<file path="src/snake_pkg.sv">
package snake_pkg;

    // the playfield is a grid of 16 columns by 12 rows of tiles.
    localparam int GRID_W = 16;
    localparam int GRID_H = 12;

    // number of tiles visited in one full raster sweep.
    localparam int NUM_TILES = GRID_W * GRID_H;

    // a tile column or row index.
    typedef logic [3:0] coord_t;

    // an object code, as stored in the board and in the drawn frame.
    typedef logic [2:0] obj_t;

    // number of changed tiles in one sweep, at most 192.
    typedef logic [7:0] tile_count_t;

    // last column and last row of the grid, where the outer ring lies.
    localparam coord_t X_MAX = coord_t'(GRID_W - 1);
    localparam coord_t Y_MAX = coord_t'(GRID_H - 1);

    // object codes.
    // the numbering follows the redraw encoding of the display side.
    localparam obj_t OBJ_EMPTY  = 3'd0;
    localparam obj_t OBJ_HEAD   = 3'd1;
    localparam obj_t OBJ_BODY   = 3'd2;
    localparam obj_t OBJ_APPLE  = 3'd3;
    // border is never stored in the board map.
    // it is derived from the tile position alone.
    localparam obj_t OBJ_BORDER = 3'd4;

endpackage
</file>
<file path="src/snake_display_top.sv">
`timescale 1ns/1ps

module snake_display_top (
    input  logic                   clk,
    input  logic                   nrst,
    input  logic                   scan_en,
    input  logic                   wr_en,
    input  snake_pkg::coord_t      wr_x,
    input  snake_pkg::coord_t      wr_y,
    input  snake_pkg::obj_t        wr_code,
    output logic                   upd_valid,
    output snake_pkg::coord_t      upd_x,
    output snake_pkg::coord_t      upd_y,
    output snake_pkg::obj_t        upd_code,
    output logic                   sweep_done,
    output snake_pkg::tile_count_t sweep_changes
);

    // board flags for the tile under the scanner.
    logic              border;
    logic              head;
    logic              body;
    logic              apple;

    // scanner position, resolved code and change flag.
    snake_pkg::coord_t scan_x;
    snake_pkg::coord_t scan_y;
    snake_pkg::obj_t   scan_code;
    logic              scan_diff;

    // the game side writes here, the scanner reads from here.
    board_map u_board_map (
        .clk     (clk),
        .nrst    (nrst),
        .wr_en   (wr_en),
        .wr_x    (wr_x),
        .wr_y    (wr_y),
        .wr_code (wr_code),
        .rd_x    (scan_x),
        .rd_y    (scan_y),
        .border  (border),
        .head    (head),
        .body    (body),
        .apple   (apple)
    );

    frame_tracker u_frame_tracker (
        .clk      (clk),
        .nrst     (nrst),
        .enable   (scan_en),
        .border   (border),
        .head     (head),
        .body     (body),
        .apple    (apple),
        .obj_code (scan_code),
        .x        (scan_x),
        .y        (scan_y),
        .diff     (scan_diff)
    );

    // turns change flags into redraw commands and sweep statistics.
    tile_update_emitter u_tile_update_emitter (
        .clk           (clk),
        .nrst          (nrst),
        .scan_en       (scan_en),
        .x             (scan_x),
        .y             (scan_y),
        .obj_code      (scan_code),
        .diff          (scan_diff),
        .upd_valid     (upd_valid),
        .upd_x         (upd_x),
        .upd_y         (upd_y),
        .upd_code      (upd_code),
        .sweep_done    (sweep_done),
        .sweep_changes (sweep_changes)
    );

endmodule

</file>
<file path="src/tile_update_emitter.sv">
`timescale 1ns/1ps

module tile_update_emitter (
    input  logic                   clk,
    input  logic                   nrst,
    input  logic                   scan_en,
    input  snake_pkg::coord_t      x,
    input  snake_pkg::coord_t      y,
    input  snake_pkg::obj_t        obj_code,
    input  logic                   diff,
    output logic                   upd_valid,
    output snake_pkg::coord_t      upd_x,
    output snake_pkg::coord_t      upd_y,
    output snake_pkg::obj_t        upd_code,
    output logic                   sweep_done,
    output snake_pkg::tile_count_t sweep_changes
);

    // tile data from the previous cycle, which is what diff refers to.
    snake_pkg::coord_t      x_q;
    snake_pkg::coord_t      y_q;
    snake_pkg::obj_t        code_q;
    // the previous cycle evaluated the last tile with the scan enabled.
    logic                   last_q;
    // running number of redraws within the current sweep.
    snake_pkg::tile_count_t change_cnt;
    snake_pkg::tile_count_t sweep_total;
    logic                   done_q;
    snake_pkg::tile_count_t changes_q;

    // the data is captured every cycle and only has meaning with diff.
    always_ff @(posedge clk) begin
        x_q    <= x;
        y_q    <= y;
        code_q <= obj_code;
    end

    // total of the sweep that ends now, including its last tile.
    assign sweep_total = change_cnt + snake_pkg::tile_count_t'(diff);

    // when a sweep ends, the counter restarts at zero and the total is
    // published together with the done pulse.
    always_ff @(posedge clk, negedge nrst) begin
        if (!nrst) begin
            last_q     <= 1'b0;
            change_cnt <= '0;
            done_q     <= 1'b0;
            changes_q  <= '0;
        end else begin
            last_q <= scan_en && (x == snake_pkg::X_MAX) && (y == snake_pkg::Y_MAX);
            done_q <= last_q;
            if (last_q) begin
                change_cnt <= '0;
                changes_q  <= sweep_total;
            end else begin
                change_cnt <= sweep_total;
            end
        end
    end

    // the redraw command goes out in the same cycle as diff.
    assign upd_valid     = diff;
    assign upd_x         = x_q;
    assign upd_y         = y_q;
    assign upd_code      = code_q;
    assign sweep_done    = done_q;
    assign sweep_changes = changes_q;

endmodule

</file>
<file path="src/frame_tracker.sv">
`timescale 1ns/1ps

module frame_tracker (
    input  logic              clk,
    input  logic              nrst,
    input  logic              enable,
    input  logic              border,
    input  logic              head,
    input  logic              body,
    input  logic              apple,
    output snake_pkg::obj_t   obj_code,
    output snake_pkg::coord_t x,
    output snake_pkg::coord_t y,
    output logic              diff
);

    // the last drawn frame, one code per tile.
    snake_pkg::obj_t frame [snake_pkg::GRID_W][snake_pkg::GRID_H];

    // current scan position and its successor.
    snake_pkg::coord_t cur_x;
    snake_pkg::coord_t cur_y;
    snake_pkg::coord_t next_x;
    snake_pkg::coord_t next_y;

    // the code drawn at the current tile last time it was evaluated.
    snake_pkg::obj_t   drawn_code;
    // change flag for the current tile, registered into diff.
    logic              next_d;
    logic              d;

    // the flags come from the board map for the tile at (cur_x, cur_y).
    // border outranks head, head outranks body, body outranks apple.
    always_comb begin
        if (border) begin
            obj_code = snake_pkg::OBJ_BORDER;
        end else if (head) begin
            obj_code = snake_pkg::OBJ_HEAD;
        end else if (body) begin
            obj_code = snake_pkg::OBJ_BODY;
        end else if (apple) begin
            obj_code = snake_pkg::OBJ_APPLE;
        end else begin
            obj_code = snake_pkg::OBJ_EMPTY;
        end
    end

    assign drawn_code = frame[cur_x][cur_y];

    // a redraw is needed whenever the resolved code differs from the frame.
    assign next_d = (obj_code != drawn_code);

    // raster order, column first, then row.
    // after the bottom right tile the scan wraps to the top left.
    always_comb begin
        next_x = cur_x;
        next_y = cur_y;
        if (enable) begin
            if (cur_x == snake_pkg::X_MAX) begin
                next_x = '0;
                if (cur_y == snake_pkg::Y_MAX) begin
                    next_y = '0;
                end else begin
                    next_y = cur_y + 4'd1;
                end
            end else begin
                next_x = cur_x + 4'd1;
            end
        end
    end

    // the frame is rewritten every cycle, not only when enabled.
    // a held scan therefore keeps tracking its tile, and a change seen
    // while held is reported once and not again when the scan moves on.
    always_ff @(posedge clk, negedge nrst) begin
        if (!nrst) begin
            for (int i = 0; i < snake_pkg::GRID_W; i++) begin
                for (int j = 0; j < snake_pkg::GRID_H; j++) begin
                    frame[i][j] <= snake_pkg::OBJ_EMPTY;
                end
            end
        end else begin
            frame[cur_x][cur_y] <= obj_code;
        end
    end

    // position and change flag.
    // diff in a cycle belongs to the tile evaluated at the edge before it.
    always_ff @(posedge clk, negedge nrst) begin
        if (!nrst) begin
            cur_x <= '0;
            cur_y <= '0;
            d     <= 1'b0;
        end else begin
            cur_x <= next_x;
            cur_y <= next_y;
            d     <= next_d;
        end
    end

    assign x    = cur_x;
    assign y    = cur_y;
    assign diff = d;

endmodule

</file>
<file path="src/board_map.sv">
`timescale 1ns/1ps

module board_map (
    input  logic              clk,
    input  logic              nrst,
    input  logic              wr_en,
    input  snake_pkg::coord_t wr_x,
    input  snake_pkg::coord_t wr_y,
    input  snake_pkg::obj_t   wr_code,
    input  snake_pkg::coord_t rd_x,
    input  snake_pkg::coord_t rd_y,
    output logic              border,
    output logic              head,
    output logic              body,
    output logic              apple
);

    // one stored object code per tile, indexed by column then row.
    snake_pkg::obj_t tiles [snake_pkg::GRID_W][snake_pkg::GRID_H];

    // the code that is actually written after filtering.
    snake_pkg::obj_t wr_filtered;
    // the stored code at the read position.
    snake_pkg::obj_t rd_code;
    // high when the read position is on the outer ring.
    logic            rd_on_ring;

    // only head, body and apple can occupy a tile.
    // anything else written by the game side is kept as an empty tile.
    always_comb begin
        case (wr_code)
            snake_pkg::OBJ_HEAD,
            snake_pkg::OBJ_BODY,
            snake_pkg::OBJ_APPLE: wr_filtered = wr_code;
            default:              wr_filtered = snake_pkg::OBJ_EMPTY;
        endcase
    end

    // the board starts out empty after reset.
    // a write to a row outside the grid is dropped.
    always_ff @(posedge clk, negedge nrst) begin
        if (!nrst) begin
            for (int i = 0; i < snake_pkg::GRID_W; i++) begin
                for (int j = 0; j < snake_pkg::GRID_H; j++) begin
                    tiles[i][j] <= snake_pkg::OBJ_EMPTY;
                end
            end
        end else if (wr_en && (wr_y <= snake_pkg::Y_MAX)) begin
            tiles[wr_x][wr_y] <= wr_filtered;
        end
    end

    // the outer ring is always border, whatever was written there.
    // a row index past the last row is treated the same way.
    assign rd_on_ring = (rd_x == '0) || (rd_x == snake_pkg::X_MAX) ||
                        (rd_y == '0) || (rd_y >= snake_pkg::Y_MAX);

    // the stored code is only looked up for rows inside the grid.
    assign rd_code = (rd_y <= snake_pkg::Y_MAX) ? tiles[rd_x][rd_y] : snake_pkg::OBJ_EMPTY;

    // decode the tile into one-hot flags for the scanner.
    // on the ring only border is raised.
    always_comb begin
        border = rd_on_ring;
        head   = 1'b0;
        body   = 1'b0;
        apple  = 1'b0;
        if (!rd_on_ring) begin
            case (rd_code)
                snake_pkg::OBJ_HEAD:  head  = 1'b1;
                snake_pkg::OBJ_BODY:  body  = 1'b1;
                snake_pkg::OBJ_APPLE: apple = 1'b1;
                default: begin
                    // empty tile, all flags stay low.
                end
            endcase
        end
    end

endmodule

</file>
<file path="config.mk">
export PLATFORM = sky130hd
export DESIGN_NAME = snake_display_top
export DESIGN_NICKNAME = d
export VERILOG_FILES = /design/src/snake_pkg.sv /design/src/snake_display_top.sv /design/src/tile_update_emitter.sv /design/src/frame_tracker.sv /design/src/board_map.sv
export SDC_FILE = /design/constraint.sdc
export NUM_CORES = 2
export LEC_CHECK = 0
export ABC_CLOCK_PERIOD_IN_PS = 5550
export BUFFER_PORTS_ARGS = -buffer_cell sky130_fd_sc_hd__buf_4
export CAP_MARGIN = 20
export CORE_MARGIN = 2
export CORE_UTILIZATION = 40
export CTS_BUF_LIST = sky130_fd_sc_hd__clkbuf_4
export CTS_CLUSTER_SIZE = 24
export DETAILED_ROUTE_END_ITERATION = 8
export GPL_TIMING_DRIVEN = 0
export SLEW_MARGIN = 40
export SYNTH_ARGS = -nofsm -noshare
export SYNTH_HDL_FRONTEND = slang
export SYNTH_SLANG_ARGS = --single-unit
</file>
<file path="constraint.sdc">
create_clock -name clk -period 5.55 [get_ports clk]
set_clock_uncertainty 0.1 [all_clocks]
set_input_delay 0.555 -clock clk [delete_from_list [all_inputs] [get_ports clk]]
set_output_delay 0.555 -clock clk [all_outputs]
set_load 0.005 [all_outputs]
</file>
# Yosys cells after proc, flatten, opt, wreduce, memory -nomap -nowiden
# Index checks and enable logic that the tools add are counted.
totals:
  inputBits: 15
  output_inout_bits: 21
  register_bits: 1190
  romBits: 0
  latch_bits: 0
  ram_bits: 0
  mem_count: 0
  elab_cells: 472
op_classes:
  shifts: 0
  eq_ne: 9
  order_cmp: 11
  div: 0
  mux: 37
  bitwise_logic: 4
  multipliers: 0
  reduce_logical: 14
  add_sub_neg: 3
ops:
  columns: ["operator", "n"]
  rows:
  - ["576-bit bitwise mux", 2]
  - ["36-bit binary-select mux with 4-bit select", 2]
  - ["36-bit demux with 4-bit select", 2]
  - ["36-bit 2-to-1 mux", 6]
  - ["3-bit 2-to-1 mux", 11]
  - ["3-bit binary-select mux with 4-bit select", 2]
  - ["3-bit demux with 4-bit select", 2]
  - ["5-bit >= comparator, second input constant", 4]
  - ["5-bit by 1-bit < comparator with 1-bit output, second input constant", 4]
  - ["4-bit NOT with 5-bit output", 4]
  - ["3-bit by 2-bit == test with 1-bit output, second input constant", 4]
  - ["4-bit by 1-bit adder with 4-bit output, second input constant", 2]
  - ["8-bit by 1-bit adder with 8-bit output", 1]
  - ["4-bit == test, second input constant", 2]
  - ["4-bit <= comparator, second input constant", 2]
  - ["4-bit zero test", 2]
  - ["4-bit 2-to-1 mux", 2]
  - ["8-bit 2-to-1 mux", 1]
  - ["1-bit logical AND", 7]
  - ["3-bit by 1-bit == test with 1-bit output, second input constant", 2]
  - ["1-bit 2-to-1 mux", 6]
  - ["4-bit >= comparator, second input constant", 1]
  - ["1-bit logical OR", 3]
  - ["3-bit != test", 1]
  - ["3 further kinds", 3]

# Logic depth before layout (Yosys ltp)
logic_depth:
  depth_word: 16
  depth_mapped: 17
  depth_no_buf: 9

# Hierarchy
# A second synthesis with hierarchy kept.
hier_totals:
  cells_unflattened: 4635
  area_unflattened_um2: 52815.7
modules_own_cells:
  columns: ["mod", "instances", "cells_per_inst", "area_each_um2", "seq_area_each_um2"]
  rows:
  - ["frame_tracker", 1, 2326, 26763.2, 14639.0]
  - ["board_map", 1, 2234, 25109.1, 14413.8]
  - ["tile_update_emitter", 1, 75, 943.4, 670.6]

# Worst setup path after synthesis
# Ideal clock, no wire load.
synth_path:
  path_type: "register to register"
  startpoint: "register u_frame_tracker.cur_x[1] (netlist: u_frame_tracker.x[1])"
  endpoint: "register u_frame_tracker.frame[111] (netlist bit)"
  synth_period_minus_slack_ns: 3.982
  t_required_ns: 5.367
  arrival_ns: 3.799
  path_stages_with_launch: 18
  path_buffers: 9
  path_slack_ns: 1.568
  setup_ns: 0.083
  path_cell_list: "dfrtp_1 buf_4 buf_2 buf_4 buf_4 buf_4 clkbuf_1 buf_2 inv_1 ha_1 and2_1 and4b_1 nand4_1 a2111oi_2 o211ai_1 buf_2 clkbuf_1 o21ai_0"
synth_via:
  elab_chain_cells: 16
  elab_cells_between_ends: 32
  cone_classes: "order compare: 2; eq/ne: 4; mux: 20; bitwise: 1; reduce/logical: 5"
synth_rtl:
  columns: ["element", "line_no", "source"]
  rows:
  - ["from (decl)", "frame_tracker.sv:21", "snake_pkg::coord_t cur_x;"]
  - ["from (signal assigned)", "frame_tracker.sv:95", "cur_x <= next_x;"]
  - ["4-bit NOT with 5-bit output (not written as such)", "frame_tracker.sv:83, board_map.sv:59", null]
  - ["36-bit binary-select mux with 4-bit select", "board_map.sv:59", "assign rd_code = (rd_y <= snake_pkg::Y_MAX) ? tiles[rd_x][rd_y] : snake_pkg::OBJ_EMPTY;"]
  - ["36-bit 2-to-1 mux (not written as such) (2 in series)", "board_map.sv:59", null]
  - ["3-bit binary-select mux with 4-bit select", "board_map.sv:59", null]
  - ["3-bit 2-to-1 mux (not written as such) (2 in series)", "board_map.sv:59", null]
  - ["3-bit 2-to-1 mux", "board_map.sv:59", null]
  - ["3-bit by 2-bit == test with 1-bit output", "board_map.sv:69", "case (rd_code)"]
  - ["1-bit 2-to-1 mux", "board_map.sv:69", null]
  - ["1-bit 2-to-1 mux", "board_map.sv:68", "if (!rd_on_ring) begin"]
  - ["2-bit 2-to-1 mux", "frame_tracker.sv:41", "end else if (apple) begin"]
  - ["3-bit 2-to-1 mux", "frame_tracker.sv:39", "end else if (body) begin"]
  - ["3-bit 2-to-1 mux", "frame_tracker.sv:37", "end else if (head) begin"]
  - ["3-bit 2-to-1 mux", "frame_tracker.sv:35", "if (border) begin"]
  - ["576-bit bitwise mux *", "frame_tracker.sv:83", "frame[cur_x][cur_y] <= obj_code;"]
  - ["to (signal, indexed assignment)", "frame_tracker.sv:79", "frame[i][j] <= snake_pkg::OBJ_EMPTY;"]
  - ["to (signal, indexed assignment)", "frame_tracker.sv:83", null]
  - ["to (decl)", "frame_tracker.sv:18", "snake_pkg::obj_t frame [snake_pkg::GRID_W][snake_pkg::GRID_H];"]
# Every way passes the cells marked *; elsewhere a longest branch is shown, timed or not. The select of a mux whose other input is x is not followed.
# A chain may end at the register's enable or synchronous reset.

# Final worst setup path
layout_path:
  startpoint: "register u_frame_tracker.cur_x[0] (netlist: u_frame_tracker.x[0])"
  endpoint: "register u_frame_tracker.frame[481] (netlist bit)"
# The elaborated chain is that of the path after synthesis.

==> flow_summary.ini <==
[outcome]
outcome = finished with violations
violations = setup timing

[global_route]
grt_use_met1_pct = 37.2
grt_use_total_pct = 27.7
grt_pass1_wl_um = 262000
grt_max_degree = 112
grt_overflow = 0
busiest_layer = met2
grt_pass1_vias = 37500
use_met3_pct = 6.84
antenna_found_initial = 7
grt_use_met2_pct = 41.5

[critical_path]
arrival_ns = 6.63
path_max_fanout = 10
path_delay_family = buffers and inverters
cp_common_cell = buf_4
cp_slowest_cell = clkbuf_1
startpoint_type = register
path_buf_inv = 6
cp_cell_sequence = buf_6 > buf_2 > buf_4 > mux4_2 > a22oi_1 > a21oi_1 > o41ai_2 > o211ai_1 > nand3_2 > buf_4 > buf_4 > clkbuf_1 > o21ai_0
worstSetupPathType = reg -> reg
cp_slowest_stage_delay_ns = 0.65
end_kind = register
required_ns = 6.53

[timing]
finalHoldViolations = 0
finalSetupViolCount = 27
layout_setup_ws_ns = -0.105
fin_crit_sh_pct = 102
slew_headroom_pct = 32.1
fin_crit_ns = 5.66
fmax_ghz = 0.177
tightest_slew_ns = 1.02
rsz0062_at_grt = false
final-max-slew-violation-count = 0

[place]
dp_worst_setup_slack_ns = -1.61
io_buffers = 33
post-dp-hpwl_um = 124000
postPlaceCellArea_sq_um = 54600
routabilityCongestion = 0.979

[power]
power_density_nw_per_um2 = 361
power_mw = 21.2
leakagePower_nw = 26.7
vdd_drop_max_mv = 0.356

[drt]
drt-initial-drc-count = 3873
ant_nets = 0
wl_per_cell_um = 27.5
viasPerCell = 5.69
vias = 37500
routed_wirelength_um = 181000
drc_errors = 0
firstDrtPassIters = 5

[clock_tree]
clock_latency_ns = 1.29
htreeDepth = 5
cts_buffer_depth = 4
tritoncts = built
path_clk_slew_ns = 0.07
numClockSinks = 1190
cts_made_buffers = 325
root_buffer = clkbuf_4

[logic_synthesis]
synthArstFlopShare_pct = 99.1
synth_compound_area_share_pct = 7.05
synth_seq_cells = 1190
synth_edf_count = 0
synth_fa_ha_area_share_pct = 0.242
yosys_warnings = 0
synth.yosys.seq_area_share_pct = 57.4
synth_top_area_share_pct = 57.0
synth_top_area_cell = dfrtp_1
ys_types = 57
synth.area.mux_share_pct = 19.4
syn-cell-area_sq_um = 51700
syn_inst = 4246
ys.flop_type = dfrtp_1
synth-simple-area-share_pct = 13.5
synth_top_family_by_area = multiplexers
synth_nets = 4271
ys_top_cells_by_area = dfrtp_1 57%, mux4_2 14%, nand2_1 6.1%, o21ai_0 5.3%, mux2_2 5.2%
synth_xor_area_share_pct = 0.169
syn_area_per_cell_sq_um = 12.2

[final_layout]
fillCellCount = 11800
area_growth_pct = 13.7
final_common_cell = dfrtp_1
fin_area_sq_um = 58800
post-route-util_pct = 46.0
nNetsFinal = 4673
drive_gt1_share_pct = 25.6
final_cell_mix = 1178 x dfrtp_1, 837 x nand2_1, 546 x o21ai_0

[die]
dieArea_sq_um = 132000
design.core.area_sq_um = 128000
die_w_um = 364
start_util_pct = 40.4
ios = 36
die_h_um = 364
placementRows = 131

[run]
cap_violations = 0

[hold_path]
hp-class = in -> reg
## registers in the layout (all words and copies together) (netlist names)
signal and count:
u_tile_update_emitter.change_cnt 8, u_frame_tracker.frame 576, u_frame_tracker.diff 1, u_tile_update_emitter.upd_code 3, u_tile_update_emitter.upd_x 4, u_frame_tracker.x 4
u_tile_update_emitter.sweep_done 1, u_tile_update_emitter.sweep_changes 8, u_board_map.tiles 576, u_tile_update_emitter.upd_y 4, u_tile_update_emitter.last_q 1, u_frame_tracker.y 4
## cell type report
type / count / area (sq um) / share of cell area [%]
diodes: 9 / 22.5 / 0.0383
plain buffers: 244 / 1190 / 2.02
clock buffers: 464 / 3480 / 5.92
clock inverters: 66 / 314 / 0.534
inverters: 9 / 33.8 / 0.0574
multi-input cells: 2802 / 21000 / 35.7
flip-flops and latches: 1190 / 29700 / 50.5
well taps: 1729 / 2160 / 3.68
repair buffers: 76 / 930 / 1.58
## synth_stat cells (5+ instances only)
master    number
dfxtp_1       11
xnor2_1        5
xor2_1         5
dfrtp_1     1179
buf_4         14
nand3_1       28
nor3_1        12
nand2_1      837
nand4_1        7
nand2b_1      31
o21ai_0      546
clkbuf_1     181
inv_1          8
mux2_2       240
a22oi_1       56
nor2_1       184
ha_1          10
a21oi_1       29
mux4_2       312
nor2b_1      193
buf_1         17
a221oi_1       6
and3_1        13
or2_2         33
mux2i_1       22
and2_1       175
buf_2         26
a31oi_1        7
## per-stage QoR
step                TNS [ns]  hold slack (ns)  cells
floorplan                  0            0.159   4246
global placement           -            0.344   6008
detailed placement   -438.21            0.348   6023
CTS                        0           0.0378   6579
global route               0           0.0961   6584
finish                 -1.17            0.159   6589
## worst paths after layout
kind                       depth (start not counted)                         end                  startpoint  slack, ns
setup / recovery                                  13  u_frame_tracker.frame[481]        u_frame_tracker.x[0]      -0.11
hold / removal                                     3        u_frame_tracker.x[1]                     scan_en       0.16
setup reg to reg                                  13  u_frame_tracker.frame[481]        u_frame_tracker.x[0]      -0.11
hold reg to reg                                    1  u_frame_tracker.frame[545]  u_frame_tracker.frame[545]       0.36
max in group asynchronous                          6       u_board_map.tiles[47]                        nrst       3.32
min in group asynchronous                          4  u_frame_tracker.frame[216]                        nrst       0.47
## power breakdown
part / total, mW / internal (mW) / switching [mW]
Combinational: 4.51 / 1.27 / 3.24
Clock: 7.61 / 3.90 / 3.70
Sequential: 9.11 / 8.91 / 0.198
Total: 21.2 / 14.1 / 7.14
## worst min-delay path, cell delays in order
cell and delay [ns]:
dlygate4sd3_1 0.61, buf_4 0.19, o21ai_0 0.10
## per-layer routing
metal  wire [um]  up-vias  part of all wire [%]
met3       17100      494                   9.4
met5          31        -                 0.017
met1       72800    19100                    40
met2       80900     1953                    45
met4       10300        4                   5.7
li1            -    15900                     -
## cell families (layout without fill, tap and decap cells)
group / Yosys count / in the layout
and+or+nand+nor: 1530 / 1530
DFF: 1190 / 1190
AOI/OAI and AO/OA: 674 / 674
muxes: 578 / 578
buffers and inverters: 254 / 859
adders and majority gates: 10 / 10
xor gates and xnor gates: 10 / 10
other: 0 / 9
## repair_timing
item	in CTS	in global routing
buffers inserted	2	0
hold buffers	25	0
resized for setup	28	10
setup endpoints to repair	392	232
endpoints found under the hold margin	753	0
pin swaps	1	0
Note: power is estimated with default switching activity, not from simulation.
